<file path="src/logic/pipe_cfg.svh">
`ifndef PIPE_CFG_SVH
`define PIPE_CFG_SVH

// operand and result width
`define DATA_W 16

// operation tag, also the redirect target
`define TAG_W 4

// data memory words, addressed by the low bits of operand a
`define DMEM_DEPTH 16

// multiply occupancy of execute, in cycles
`define MUL_CYCLES 3

// cycles a load sits in memory before its result is offered
`define LOAD_CYCLES 2

`endif

</file>
<file path="src/logic/pipe_pkg.sv">
`include "pipe_cfg.svh"

package pipe_pkg;

	typedef logic [`DATA_W-1:0] data_t;
	typedef logic [`TAG_W-1:0] tag_t;
	typedef logic [$clog2(`DMEM_DEPTH)-1:0] addr_t;

	typedef enum logic [2:0] {
		op_add   = 3'd0,
		op_mul   = 3'd1,
		op_bnez  = 3'd2, // one delay slot
		op_load  = 3'd3,
		op_store = 3'd4,
		op_trap  = 3'd5
	} op_e;

	typedef enum logic {
		mul_idle,
		mul_busy
	} mul_state_e;

endpackage

</file>
<file path="src/logic/fetch_stage.sv">
`include "pipe_cfg.svh"

module fetch_stage import pipe_pkg::*; (
	input  logic  clk,
	input  logic  rst,
	input  logic  op_valid_i,
	output logic  op_ready_o,
	input  op_e   op_kind_i,
	input  tag_t  op_tag_i,
	input  data_t op_a_i,
	input  data_t op_b_i,
	input  logic  stall_i,
	input  logic  flush_i,
	input  logic  redirect_i,
	input  tag_t  redirect_target_i,
	output logic  if_valid_o,
	output op_e   if_kind_o,
	output tag_t  if_tag_o,
	output data_t if_a_o,
	output data_t if_b_o
);

logic valid_q, en_q, pending_q;
logic [`TAG_W-1:0] target_q;
logic keep, squash, filt_on, take, match, load;
tag_t filt_tag;

// the register may already hold the target op, then it survives the redirect
assign keep = redirect_i & valid_q & (if_tag_o == redirect_target_i);
assign squash = flush_i & ~keep;
assign if_valid_o = valid_q & ~squash;

assign filt_on = redirect_i ? ~keep : pending_q;
assign filt_tag = redirect_i ? redirect_target_i : target_q;

assign op_ready_o = en_q & (~valid_q | ~stall_i | squash);
assign take = op_valid_i & op_ready_o;
assign match = (op_tag_i == filt_tag);
assign load = take & (~filt_on | match); // mismatches are taken and dropped

always_ff @(posedge clk) begin
	if (rst) begin
		en_q <= 1'b0;
		valid_q <= 1'b0;
		pending_q <= 1'b0;
	end else begin
		en_q <= 1'b1;
		if (load)
			valid_q <= 1'b1;
		else if (~stall_i | squash)
			valid_q <= 1'b0;
		pending_q <= filt_on & ~(take & match);
	end
end

always_ff @(posedge clk) begin
	if (load) begin
		if_kind_o <= op_kind_i;
		if_tag_o <= op_tag_i;
		if_a_o <= op_a_i;
		if_b_o <= op_b_i;
	end
	if (redirect_i)
		target_q <= redirect_target_i;
end

endmodule

</file>
<file path="src/logic/decode_stage.sv">
module decode_stage import pipe_pkg::*; (
	input  logic  clk,
	input  logic  rst,
	input  logic  stall_i,
	input  logic  flush_i,
	input  logic  if_valid_i,
	input  op_e   if_kind_i,
	input  tag_t  if_tag_i,
	input  data_t if_a_i,
	input  data_t if_b_i,
	output logic  id_valid_o,
	output tag_t  id_tag_o,
	output data_t id_a_o,
	output data_t id_b_o,
	output logic  id_is_mul_o,
	output logic  id_is_branch_o,
	output logic  id_is_load_o,
	output logic  id_is_store_o,
	output logic  id_is_trap_o,
	output addr_t id_addr_o
);

logic [4:0] ctl; // mul, branch, load, store, trap

always_comb begin
	case (if_kind_i)
		op_mul:   ctl = 5'b10000;
		op_bnez:  ctl = 5'b01000;
		op_load:  ctl = 5'b00100;
		op_store: ctl = 5'b00010;
		op_trap:  ctl = 5'b00001;
		default:  ctl = 5'b00000; // add
	endcase
end

always_ff @(posedge clk) begin
	if (rst | flush_i)
		id_valid_o <= 1'b0;
	else if (~stall_i)
		id_valid_o <= if_valid_i;
end

always_ff @(posedge clk) begin
	if (~stall_i) begin
		id_tag_o <= if_tag_i;
		id_a_o <= if_a_i;
		id_b_o <= if_b_i;
		{id_is_mul_o, id_is_branch_o, id_is_load_o, id_is_store_o, id_is_trap_o} <= ctl;
		id_addr_o <= addr_t'(if_a_i);
	end
end

endmodule

</file>
<file path="src/logic/exec_stage.sv">
`include "pipe_cfg.svh"

module exec_stage import pipe_pkg::*; (
	input  logic  clk,
	input  logic  rst,
	input  logic  stall_i,
	input  logic  flush_i,
	input  logic  id_valid_i,
	input  tag_t  id_tag_i,
	input  data_t id_a_i,
	input  data_t id_b_i,
	input  logic  id_is_mul_i,
	input  logic  id_is_branch_i,
	input  logic  id_is_load_i,
	input  logic  id_is_store_i,
	input  logic  id_is_trap_i,
	input  addr_t id_addr_i,
	output logic  stall_from_ex_o,
	output logic  br_valid_o,
	output logic  br_taken_o,
	output tag_t  br_target_o,
	output logic  ex_valid_o,
	output tag_t  ex_tag_o,
	output data_t ex_result_o,
	output addr_t ex_addr_o,
	output data_t ex_wdata_o,
	output logic  ex_is_load_o,
	output logic  ex_is_store_o,
	output logic  ex_is_trap_o
);

localparam int CNT_W = $clog2(`MUL_CYCLES + 1);

logic ex_valid_q, is_mul_q, is_branch_q;
data_t a_q, b_q, product;
mul_state_e mul_state;
logic [CNT_W-1:0] mul_cnt;
logic mul_done;

always_ff @(posedge clk) begin
	if (rst | flush_i)
		ex_valid_q <= 1'b0;
	else if (~stall_i)
		ex_valid_q <= id_valid_i;
end

always_ff @(posedge clk) begin
	if (~stall_i) begin
		ex_tag_o <= id_tag_i;
		a_q <= id_a_i;
		b_q <= id_b_i;
		is_mul_q <= id_is_mul_i;
		is_branch_q <= id_is_branch_i;
		ex_is_load_o <= id_is_load_i;
		ex_is_store_o <= id_is_store_i;
		ex_is_trap_o <= id_is_trap_i;
		ex_addr_o <= id_addr_i;
	end
end

// multiply occupies execute for MUL_CYCLES, counted from 0 while idle
assign mul_done = ex_valid_q & is_mul_q & (mul_cnt == CNT_W'(`MUL_CYCLES - 1));
assign stall_from_ex_o = ex_valid_q & is_mul_q & ~mul_done;

always_ff @(posedge clk) begin
	if (rst | flush_i) begin
		mul_state <= mul_idle;
		mul_cnt <= '0;
	end else begin
		case (mul_state)
			mul_idle: if (stall_from_ex_o) begin
				mul_state <= mul_busy;
				mul_cnt <= CNT_W'(1);
			end
			mul_busy: if (~mul_done) begin
				mul_cnt <= mul_cnt + 1'b1;
			end else if (~stall_i) begin
				mul_state <= mul_idle; // product leaves for memory
				mul_cnt <= '0;
			end
			default: mul_state <= mul_idle;
		endcase
	end
end

assign product = a_q * b_q; // low half only
assign br_valid_o = ex_valid_q & is_branch_q;
assign br_taken_o = (a_q != '0);
assign br_target_o = b_q[`TAG_W-1:0];

always_comb begin
	if (is_mul_q)
		ex_result_o = product;
	else if (is_branch_q)
		ex_result_o = data_t'(br_taken_o);
	else if (ex_is_store_o)
		ex_result_o = b_q;
	else if (ex_is_trap_o)
		ex_result_o = a_q;
	else
		ex_result_o = a_q + b_q;
end

assign ex_wdata_o = b_q; // store data, or trap target for memory
assign ex_valid_o = ex_valid_q & ~stall_i & ~flush_i; // bubble when held or squashed

endmodule

</file>
<file path="src/logic/mem_stage.sv">
`include "pipe_cfg.svh"

module mem_stage import pipe_pkg::*; (
	input  logic  clk,
	input  logic  rst,
	input  logic  stall_i,
	input  logic  ex_valid_i,
	input  tag_t  ex_tag_i,
	input  data_t ex_result_i,
	input  addr_t ex_addr_i,
	input  data_t ex_wdata_i,
	input  logic  ex_is_load_i,
	input  logic  ex_is_store_i,
	input  logic  ex_is_trap_i,
	output logic  stall_from_mm_o,
	output logic  trap_valid_o,
	output tag_t  trap_target_o,
	output logic  res_valid_o,
	input  logic  res_ready_i,
	output tag_t  res_tag_o,
	output data_t res_data_o,
	output logic  res_exc_o
);

localparam int LCNT_W = $clog2(`LOAD_CYCLES + 1);

data_t dmem [`DMEM_DEPTH];
logic mm_valid, mm_is_load, mm_is_store, mm_is_trap;
data_t mm_result, mm_wdata;
addr_t mm_addr;
logic [LCNT_W-1:0] ld_cnt;
logic ld_done, xfer;

assign ld_done = (ld_cnt == LCNT_W'(`LOAD_CYCLES - 1));
assign res_valid_o = mm_valid & (~mm_is_load | ld_done);
assign xfer = res_valid_o & res_ready_i;
assign stall_from_mm_o = mm_valid & ~xfer; // counting load or back-pressure

assign trap_valid_o = xfer & mm_is_trap;
assign trap_target_o = mm_wdata[`TAG_W-1:0];
assign res_data_o = mm_is_load ? dmem[mm_addr] : mm_result;
assign res_exc_o = mm_is_trap;

always_ff @(posedge clk) begin
	if (rst) begin
		mm_valid <= 1'b0;
		ld_cnt <= '0;
	end else if (~stall_i) begin
		mm_valid <= ex_valid_i;
		ld_cnt <= '0;
	end else if (mm_is_load & ~ld_done) begin
		ld_cnt <= ld_cnt + 1'b1;
	end
end

always_ff @(posedge clk) begin
	if (~stall_i) begin
		res_tag_o <= ex_tag_i;
		mm_result <= ex_result_i;
		mm_wdata <= ex_wdata_i;
		mm_addr <= ex_addr_i;
		mm_is_load <= ex_is_load_i;
		mm_is_store <= ex_is_store_i;
		mm_is_trap <= ex_is_trap_i;
	end
end

// stores commit only when their result is taken
always_ff @(posedge clk) begin
	if (rst) begin
		for (int i = 0; i < `DMEM_DEPTH; i++)
			dmem[i] <= '0;
	end else if (xfer & mm_is_store) begin
		dmem[mm_addr] <= mm_wdata;
	end
end

endmodule

</file>
<file path="src/logic/hazard_ctrl.sv">
module hazard_ctrl import pipe_pkg::*; (
	input  logic rst,
	input  logic stall_from_ex_i,
	input  logic stall_from_mm_i,
	input  logic br_valid_i,
	input  logic br_taken_i,
	input  tag_t br_target_i,
	input  logic id_valid_i,
	input  logic trap_valid_i,
	input  tag_t trap_target_i,
	output logic stall_if_o,
	output logic stall_id_o,
	output logic stall_ex_o,
	output logic stall_mm_o,
	output logic flush_if_o,
	output logic flush_id_o,
	output logic flush_ex_o,
	output logic redirect_o,
	output tag_t redirect_target_o
);

logic [3:0] stall;
logic [2:0] flush;
logic wait_delayslot, flush_branch;

assign {stall_if_o, stall_id_o, stall_ex_o, stall_mm_o} = stall;
assign {flush_if_o, flush_id_o, flush_ex_o} = flush;

assign wait_delayslot = br_valid_i & ~id_valid_i;

// resolve only when the branch and its delay slot both move on
assign flush_branch = br_valid_i & br_taken_i & id_valid_i
	& ~stall_from_ex_i
	& ~stall_ex_o;

always_comb begin
	if (rst)
		stall = 4'b1111;
	else if (stall_from_mm_i)
		stall = 4'b1111;
	else if (stall_from_ex_i)
		stall = 4'b1110; // memory takes a bubble
	else if (wait_delayslot)
		stall = 4'b0010;
	else
		stall = 4'b0000;
end

always_comb begin
	flush = 3'b000;
	if (trap_valid_i)
		flush = 3'b111;
	else if (flush_branch)
		flush = 3'b100; // delay slot passes
end

assign redirect_o = trap_valid_i | flush_branch;
assign redirect_target_o = trap_valid_i ? trap_target_i : br_target_i;

endmodule

</file>
<file path="src/logic/op_pipe_top.sv">
module op_pipe_top import pipe_pkg::*; (
	input  logic  clk,
	input  logic  rst,
	input  logic  op_valid_i,
	output logic  op_ready_o,
	input  op_e   op_kind_i,
	input  tag_t  op_tag_i,
	input  data_t op_a_i,
	input  data_t op_b_i,
	output logic  res_valid_o,
	input  logic  res_ready_i,
	output tag_t  res_tag_o,
	output data_t res_data_o,
	output logic  res_exc_o
);

logic if_valid, id_valid, ex_valid;
op_e if_kind;
tag_t if_tag, id_tag, ex_tag, br_target, trap_target, redirect_target;
data_t if_a, if_b, id_a, id_b, ex_result, ex_wdata;
addr_t id_addr, ex_addr;
logic id_is_mul, id_is_branch, id_is_load, id_is_store, id_is_trap;
logic ex_is_load, ex_is_store, ex_is_trap;
logic stall_from_ex, stall_from_mm, br_valid, br_taken, trap_valid;
logic stall_if, stall_id, stall_ex, stall_mm, flush_if, flush_id, flush_ex, redirect;

fetch_stage u_fetch (
	.clk, .rst, .op_valid_i, .op_ready_o, .op_kind_i, .op_tag_i, .op_a_i, .op_b_i,
	.stall_i(stall_if), .flush_i(flush_if), .redirect_i(redirect),
	.redirect_target_i(redirect_target),
	.if_valid_o(if_valid), .if_kind_o(if_kind), .if_tag_o(if_tag), .if_a_o(if_a), .if_b_o(if_b)
);

decode_stage u_decode (
	.clk, .rst, .stall_i(stall_id), .flush_i(flush_id),
	.if_valid_i(if_valid), .if_kind_i(if_kind), .if_tag_i(if_tag), .if_a_i(if_a), .if_b_i(if_b),
	.id_valid_o(id_valid), .id_tag_o(id_tag), .id_a_o(id_a), .id_b_o(id_b),
	.id_is_mul_o(id_is_mul), .id_is_branch_o(id_is_branch), .id_is_load_o(id_is_load),
	.id_is_store_o(id_is_store), .id_is_trap_o(id_is_trap), .id_addr_o(id_addr)
);

exec_stage u_exec (
	.clk, .rst, .stall_i(stall_ex), .flush_i(flush_ex),
	.id_valid_i(id_valid), .id_tag_i(id_tag), .id_a_i(id_a), .id_b_i(id_b),
	.id_is_mul_i(id_is_mul), .id_is_branch_i(id_is_branch), .id_is_load_i(id_is_load),
	.id_is_store_i(id_is_store), .id_is_trap_i(id_is_trap), .id_addr_i(id_addr),
	.stall_from_ex_o(stall_from_ex), .br_valid_o(br_valid), .br_taken_o(br_taken),
	.br_target_o(br_target), .ex_valid_o(ex_valid), .ex_tag_o(ex_tag),
	.ex_result_o(ex_result), .ex_addr_o(ex_addr), .ex_wdata_o(ex_wdata),
	.ex_is_load_o(ex_is_load), .ex_is_store_o(ex_is_store), .ex_is_trap_o(ex_is_trap)
);

mem_stage u_mem (
	.clk, .rst, .stall_i(stall_mm),
	.ex_valid_i(ex_valid), .ex_tag_i(ex_tag), .ex_result_i(ex_result), .ex_addr_i(ex_addr),
	.ex_wdata_i(ex_wdata), .ex_is_load_i(ex_is_load), .ex_is_store_i(ex_is_store),
	.ex_is_trap_i(ex_is_trap), .stall_from_mm_o(stall_from_mm),
	.trap_valid_o(trap_valid), .trap_target_o(trap_target),
	.res_valid_o, .res_ready_i, .res_tag_o, .res_data_o, .res_exc_o
);

hazard_ctrl u_ctrl (
	.rst, .stall_from_ex_i(stall_from_ex), .stall_from_mm_i(stall_from_mm),
	.br_valid_i(br_valid), .br_taken_i(br_taken), .br_target_i(br_target),
	.id_valid_i(id_valid), .trap_valid_i(trap_valid), .trap_target_i(trap_target),
	.stall_if_o(stall_if), .stall_id_o(stall_id), .stall_ex_o(stall_ex), .stall_mm_o(stall_mm),
	.flush_if_o(flush_if), .flush_id_o(flush_id), .flush_ex_o(flush_ex),
	.redirect_o(redirect), .redirect_target_o(redirect_target)
);

endmodule

</file>
<file path="config.mk">
export PLATFORM = sky130hd
export DESIGN_NAME = op_pipe_top
export DESIGN_NICKNAME = d
export VERILOG_FILES = /design/src/logic/pipe_pkg.sv /design/src/logic/fetch_stage.sv /design/src/logic/decode_stage.sv /design/src/logic/exec_stage.sv /design/src/logic/mem_stage.sv /design/src/logic/hazard_ctrl.sv /design/src/logic/op_pipe_top.sv
export VERILOG_INCLUDE_DIRS = /design/src /design/src/logic
export SDC_FILE = /design/constraint.sdc
export NUM_CORES = 1
export LEC_CHECK = 0
export BUFFER_PORTS_ARGS = -buffer_cell sky130_fd_sc_hd__clkbuf_2
export CAP_MARGIN = 5
export CORE_MARGIN = 10
export CORE_UTILIZATION = 57
export DETAILED_ROUTE_END_ITERATION = 10
export PLACE_DENSITY = 0.8
export SYNTH_ARGS = -nofsm -noshare
export SYNTH_HDL_FRONTEND = slang
export SYNTH_HIERARCHICAL = 1
export SYNTH_SLANG_ARGS = --single-unit
</file>
<file path="constraint.sdc">
create_clock -name clk -period 15.5 [get_ports clk]
set_input_delay 0.775 -clock clk [delete_from_list [all_inputs] [get_ports clk]]
set_output_delay 0.775 -clock clk [all_outputs]
set_load 0.01 [all_outputs]
</file>
After elaboration in Yosys (flattened, before gate mapping):

Memory sizes are Yosys's and may differ from the RTL's. A register that Yosys moved wholly into a read port is not among the register bits.
Cells that the tools add are included.

* reduce and logical (&&, ||, !) cells: 5
* equality and inequality tests: 11
* muxes and demuxes: 35
* multipliers: 1
* add/sub/neg operators: 3
* bitwise gates (word level): 50

Operators with widths (count)
* 16-bit 2-to-1 mux: 6
* 4-bit 2-to-1 mux: 7
* 1-bit bitwise AND: 26
* 5-bit one-hot mux with 5 select lines: 1
* 16-bit adder: 1
* 16-bit by 16-bit multiplier with 16-bit output: 1
* 1-bit NOT: 16
* 16-bit nonzero test: 1
* 16-bit OR reduction: 1
* 1-bit 2-to-1 mux: 13
* 4-bit equality test: 2
* 2-bit 2-to-1 mux: 4
* 1-bit OR: 8
* 3-bit by 2-bit equality test with 1-bit output, second input constant: 2
* 3-bit equality test, second input constant: 2
* 3-bit 2-to-1 mux: 2
* 2-bit by 1-bit adder with 2-bit output, second input constant: 2
* 2-bit one-hot mux with 2 select lines: 1
* 3-bit by 1-bit equality test with 1-bit output, second input constant: 1
* 3-bit inequality test, second input constant: 1
* 2-bit by 1-bit equality test with 1-bit output, second input constant: 1
* 2-bit equality test, second input constant: 1
* 2-bit by 1-bit inequality test with 1-bit output, second input constant: 1
* 1-bit one-hot mux with 2 select lines: 1
* 3 further kinds: 3

* flip-flop bits (word level): 187
* output and inout bits: 23
* bits in writable memories: 256
* memories: 1

Memory list
* u_mem.dmem: words 16, bits a word 16, rd ports 1, clocked after Yosys merged registers in 1, write ports 16, line mem_stage.sv:27 `` data_t dmem [`DMEM_DEPTH]; ``

Logic depth before layout (Yosys ltp):

* word-level depth: 21
* mapped depth: 20

By module:

The synthesis kept the hierarchy.

Modules (own cells, without submodules)
* mem_stage: cells each 895, area each 14276.2 µm², times used 1
* exec_stage: cells each 736, area each 6817.8 µm², times used 1
* fetch_stage: cells each 75, area each 1544.0 µm², times used 1
* decode_stage: cells each 54, area each 1347.5 µm², times used 1
* hazard_ctrl: cells each 14, area each 113.9 µm², times used 1

Worst setup path after synthesis:

Ideal clock, no wire load.

* kind: register to register
* from: reg u_exec.b_q[1], in the netlist u_exec/ex_wdata_o[1]
* to: reg u_mem.mm_result[14] (data pin)
* path slack: 10061 ps
* period minus slack after synthesis: 5439 ps
* stages on the path, launching flop included: 19
* arrival time: 5178 ps
* library setup time: 261 ps
* cell sequence: edfxtp_1 > clkbuf_1 > nand2_1 > fa_1 > fa_1 > fa_1 > fa_1 > inv_1 > fa_1 > inv_1 > fa_1 > inv_1 > ha_1 > nand3_1 > nand2_1 > a41oi_1 > a211oi_2 > xnor2_1 > a221o_1

* longest elaborated chain between the ends: 5
* elaborated cells on any way between the ends: 6

RTL lines
* from (decl): line exec_stage.sv:35 `data_t a_q, b_q, product;`
* from (signal assigned): line exec_stage.sv:51 `b_q <= id_b_i;`
* parallel branches: the longest is 4 deep, another holds 16-bit by 16-bit multiplier with 16-bit output
* 16-bit 2-to-1 mux (*): line exec_stage.sv:92 `if (is_mul_q)`
* named net ex_result[14]: line op_pipe_top.sv:20 `data_t if_a, if_b, id_a, id_b, ex_result, ex_wdata;`
* to (signal assigned): line mem_stage.sv:59 `mm_result <= ex_result_i;`
* to (decl): line mem_stage.sv:29 `data_t mm_result, mm_wdata;`

Mark *: on every way through the listed nets, which the timed path passes.
A chain may end at the register's enable or synchronous reset.

Final worst setup path:

Ends and elaborated chain as after synthesis.

==> results.json <==
{
  "crit-reg2reg-launch": "u_exec/ex_wdata_o[1]$_DFFE_PN_",
  "synth_compound_gate_area_share": 0.0504,
  "globalRoute.totalOverflow": 0,
  "drt_first_pass_iters": 7,
  "grt_pass1_wl_mm": 87.9,
  "routed_wirelength_mm": 56.1,
  "worstPathCellList": "nand2_1 -> fa_1 -> fa_1 -> fa_1 -> fa_1 -> inv_1 -> fa_1 -> inv_1 -> fa_1 -> inv_1 -> ha_1 -> nand3_1 -> nand2_1 -> a41oi_1 -> a211oi_2 -> xnor2_1 -> a221o_1",
  "drtAntennaViolNets": 0,
  "reg_to_reg_slack_setup_ns": 9.54,
  "synth_sequential_area_ratio": 0.544,
  "cpMaxStageDelayCell": "sky130_fd_sc_hd__edfxtp_1",
  "cp_common_cell": "sky130_fd_sc_hd__fa_1",
  "hpwl_mm": 35.9,
  "critical_path.max_stage_delay_ns": 0.84,
  "tritoncts_clock_tree": "done",
  "net_count_synth": 1963,
  "route.vias.total": 15169,
  "port-buffer-count": 65,
  "yosys-mux-area-fraction": 0.0794,
  "p_sw_uw": 1120,
  "ff2ff_path_depth": 17,
  "worstReg2RegEnd": "u_mem/mm_result[14]$_DFFE_PN_",
  "clkPwrFrac": 0.299,
  "routabilityCongestion": 0.914,
  "synth_fa_ha_area_frac": 0.101,
  "synthXorXnorAreaFrac": 0.0205,
  "worst_clock_skew_ns": 0.0296,
  "first_global_vias": 15424,
  "netlist-cell-type-count": 79,
  "ys_dominant_reg_cell": "sky130_fd_sc_hd__edfxtp_1",
  "slew_viol_final": 0,
  "grt_busiest_layer": "met2",
  "hold_sp": "op_a_i[5]",
  "clk_latency_ns": 0.59,
  "rsz_0062_raised_after_global_routing": "no",
  "crit_path_end_kind": "flop",
  "timing_hold_violations_final": 0,
  "initial_antenna_violation_count": 0,
  "max_slew_margin": 0.237,
  "grt_start_max_net_pins": 101,
  "timing.critical_path.arrival_ns": 6.28,
  "route.detailed.vias_per_inst": 6.55,
  "vdd_ir_drop_max_v": 0.000114,
  "fin_crit_sh": 0.385,
  "hp-class": "input port to flop",
  "syn_area_um2": 24100,
  "postSynth.asyncResetShare": 0,
  "setup_crit_path_kind": "flop to flop",
  "synth_top_family_by_area": "simple AND/OR/NAND/NOR gates",
  "core_area_um2": 41900,
  "timing.final.setup_violations": 0,
  "layout_min_cycle_time_ns": 5.96,
  "pwr-share-comb": 0.303,
  "finalCoreUtilization": 0.620,
  "synth_seq_cells": 443,
  "whs_path_depth": 1,
  "grt_use_met1": 0.283,
  "antenna_cells_inserted": 0,
  "synthCells": 1774,
  "cts.repair_timing.setup_buffer_count": 0,
  "critical_path.startpoint": "u_exec/ex_wdata_o[1]$_DFFE_PN_",
  "internal-power_uw": 2480,
  "wl_per_cell_um": 24.2,
  "placementRows": 75,
  "worstHoldEndpoint": "u_fetch/if_a_o[5]$_DFFE_PP_",
  "cellLeakagePower_uw": 0.00928,
  "cts-resized-gates": 0,
  "cts_root_buffer": "sky130_fd_sc_hd__clkbuf_16",
  "grtUsageTotal": 0.221,
  "path_clk_slew_ns": 0.06,
  "cts_hold_repair.buffers": 0,
  "grt.met2_usage": 0.368,
  "layout.nets": 1930,
  "synthesis.area_per_instance_um2": 13.6,
  "floorplan.die_area_um2": 50900,
  "synthesis.yosys.warnings": 6,
  "cts_inserted_buffers": 46,
  "drt-initial-drc-count": 1731,
  "route.detailed.drc": 0,
  "die_width_um": 226,
  "cp.buffers_inverters": 3,
  "critical_path.top_delay_family": "adder cells",
  "share_seq_of_total_power": 0.398,
  "use_met3": 0.0424,
  "synthSimpleGateAreaFrac": 0.140,
  "max-cap-violations": 0,
  "synth_edf_count": 424,
  "number_of_h_tree_levels": 2,
  "die_y_um": 226,
  "cellPowerDensity_nw_per_um2": 139,
  "tightestPinTransition_ns": 1.14,
  "start_kind": "flop",
  "switching_share": 0.311,
  "status": "completed",
  "clock_sink_count": 443,
  "fin_setup_tns_ns": 0,
  "top_level_ports": 66,
  "critPathRequiredTime_ns": 15.82,
  "layout-area-overhead-vs-synth_pct": 7.68,
  "post_route_cells_drive_above_1_share": 0.191,
  "cts_max_path_buffers": 3,
  "start_util": 0.576,
  "path_max_fanout": 19,
  "fmax_ghz": 0.168
}
## final cells by class
type | instances | area [µm²]
Timing Repair Buffer | 101 | 596
Sequential cell | 443 | 13100
Fill cell | 3062 | 15900
Tap cell | 539 | 674
Clock inverter | 30 | 285
Clock buffer | 55 | 1180
Multi-Input combinational cell | 1004 | 9550
Inverter | 145 | 544
## cell families after synthesis
family / count (synthesis)
AO/OA/AOI/OAI: 172
AND/OR/NAND/NOR: 529
multiplexers: 103
adder cells (fa/ha/maj): 146
buffers and inverters: 327
XOR/XNOR: 54
flip-flops: 443
## layout by cell type, fill, tap and decap left out, drive strengths merged, types with 3 or more instances in the layout
cell type  synthesis  layout
a21oi             27      27
a21boi             3       3
nor3              12      12
nor3b              5       5
fa                81      81
and2              70      70
xor2              18      18
mux2i             27      27
nand4              4       4
clkinvlp           0       6
nor2b              3       3
dfxtp             19      19
mux4              64      64
o211ai             5       5
inv              143     144
and3               3       3
o22ai             22      22
a221oi            18      18
o21a               7       7
clkinv             2      21
o21ai             33      33
a211oi             9       9
clkbuf            80     120
or2                7       7
o21bai             4       4
nor2              42      42
mux2              12      12
xnor2             35      35
edfxtp           424     424
ha                65      65
nand3              6       6
buf              102      36
bufinv             0       4
nor4             261     261
nand2             98      98
nand2b            11      11
a21o               6       6
o31ai             18      18
## layer usage
metal	up-vias	wire length, µm
met5	-	0
met4	0	1810
met3	139	4430
met2	767	28100
met1	7625	21700
li1	6638	-
## synth_stat cells (3+ instances only)
cell type                  instances  area share
sky130_fd_sc_hd__nor2b_1           3     0.00078
sky130_fd_sc_hd__o21a_1            7      0.0022
sky130_fd_sc_hd__nand4_1           3     0.00078
sky130_fd_sc_hd__inv_1           143       0.022
sky130_fd_sc_hd__a211oi_2          3      0.0016
sky130_fd_sc_hd__buf_2            50       0.010
sky130_fd_sc_hd__o21ai_0          13      0.0027
sky130_fd_sc_hd__o21ai_1          19      0.0039
sky130_fd_sc_hd__mux4_1           16       0.017
sky130_fd_sc_hd__nor3b_1           5      0.0016
sky130_fd_sc_hd__clkbuf_1         80       0.012
sky130_fd_sc_hd__edfxtp_1        424        0.53
sky130_fd_sc_hd__o22ai_1          22      0.0057
sky130_fd_sc_hd__o211ai_1          5      0.0016
sky130_fd_sc_hd__a221oi_1         15      0.0055
sky130_fd_sc_hd__a21oi_1          26      0.0054
sky130_fd_sc_hd__nand2_1          97       0.015
sky130_fd_sc_hd__o31ai_1          18      0.0056
sky130_fd_sc_hd__buf_1            10      0.0016
sky130_fd_sc_hd__nor3_1           10      0.0021
sky130_fd_sc_hd__xor2_1           18      0.0065
sky130_fd_sc_hd__mux2i_1          27       0.011
sky130_fd_sc_hd__a21o_1            6      0.0019
sky130_fd_sc_hd__nand2b_1         10      0.0026
sky130_fd_sc_hd__nor2_1           42      0.0065
sky130_fd_sc_hd__and2_1           70       0.018
sky130_fd_sc_hd__nor4_1          197       0.051
sky130_fd_sc_hd__ha_1             65       0.034
sky130_fd_sc_hd__buf_12            4      0.0033
sky130_fd_sc_hd__fa_1             81       0.067
sky130_fd_sc_hd__xnor2_1          34       0.012
sky130_fd_sc_hd__a211oi_1          6      0.0019
sky130_fd_sc_hd__mux4_2           48       0.045
sky130_fd_sc_hd__buf_4            25      0.0078
sky130_fd_sc_hd__or2_2             5      0.0013
sky130_fd_sc_hd__mux2_2           10      0.0047
sky130_fd_sc_hd__o21bai_1          4      0.0012
sky130_fd_sc_hd__nand3_1           6      0.0012
sky130_fd_sc_hd__dfxtp_1          19       0.016
sky130_fd_sc_hd__buf_6            13      0.0061
sky130_fd_sc_hd__nor4_2           64       0.033
sky130_fd_sc_hd__a221oi_2          3      0.0019
## state kept, by name, summed over array words and instances, names as in the netlist, 3 cells and up, named ones only
signal,count
u_exec/a_q,16
u_decode/id_tag_o,4
u_mem/mm_wdata,16
u_fetch/if_tag_o,4
u_fetch/target_q,4
u_mem/res_tag_o,4
u_fetch/if_kind_o,3
u_exec/ex_tag_o,4
u_mem/dmem,256
u_decode/id_a_o,16
u_exec/ex_addr_o,4
u_fetch/if_b_o,16
u_exec/ex_wdata_o,16
u_fetch/if_a_o,16
u_mem/mm_addr,4
u_decode/id_b_o,16
u_mem/mm_result,16
## power by group through the flow
| stage | Sequential, µW | Clock (µW) | Combinational (µW) |
|---|---|---|---|
| floorplan | 1430 | 0 | 840 |
| global route | 1440 | 1140 | 1200 |
| global placement | 1450 | 0 | 1040 |
| CTS | 1430 | 1090 | 1080 |
| finish | 1430 | 1070 | 1090 |
| detailed placement | 1460 | 0 | 1080 |
## worst max path at each step
stage,to,slack [ns],cells past startpoint
final,u_mem/mm_result[14]$_DFFE_PN_,9.54,17
after floorplan,u_mem/mm_result[14]$_DFFE_PN_,10.06,18
after detailed placement,u_mem/mm_result[14]$_DFFE_PN_,9.52,17
after CTS,u_mem/mm_result[14]$_DFFE_PN_,9.52,17
after global placement,u_mem/mm_result[14]$_DFFE_PN_,9.62,17
after global routing,u_mem/mm_result[14]$_DFFE_PN_,9.34,17
## metrics by stage
step / hold slack (ns) / total power (µW) / std cells / area [µm²] / worst slack, ns
finish: 0.369 / 3600 / 2317 / 25900 / 9.54
detailed placement: 0.405 / 2530 / 2232 / 24500 / 9.52
global route: 0.362 / 3780 / 2317 / 25900 / 9.34
global placement: 0.400 / 2490 / 2232 / 24500 / 9.62
floorplan: 0.400 / 2270 / 1774 / 24100 / 10.06
CTS: 0.345 / 3610 / 2317 / 25900 / 9.52
Power figures use the tool's default switching activity.
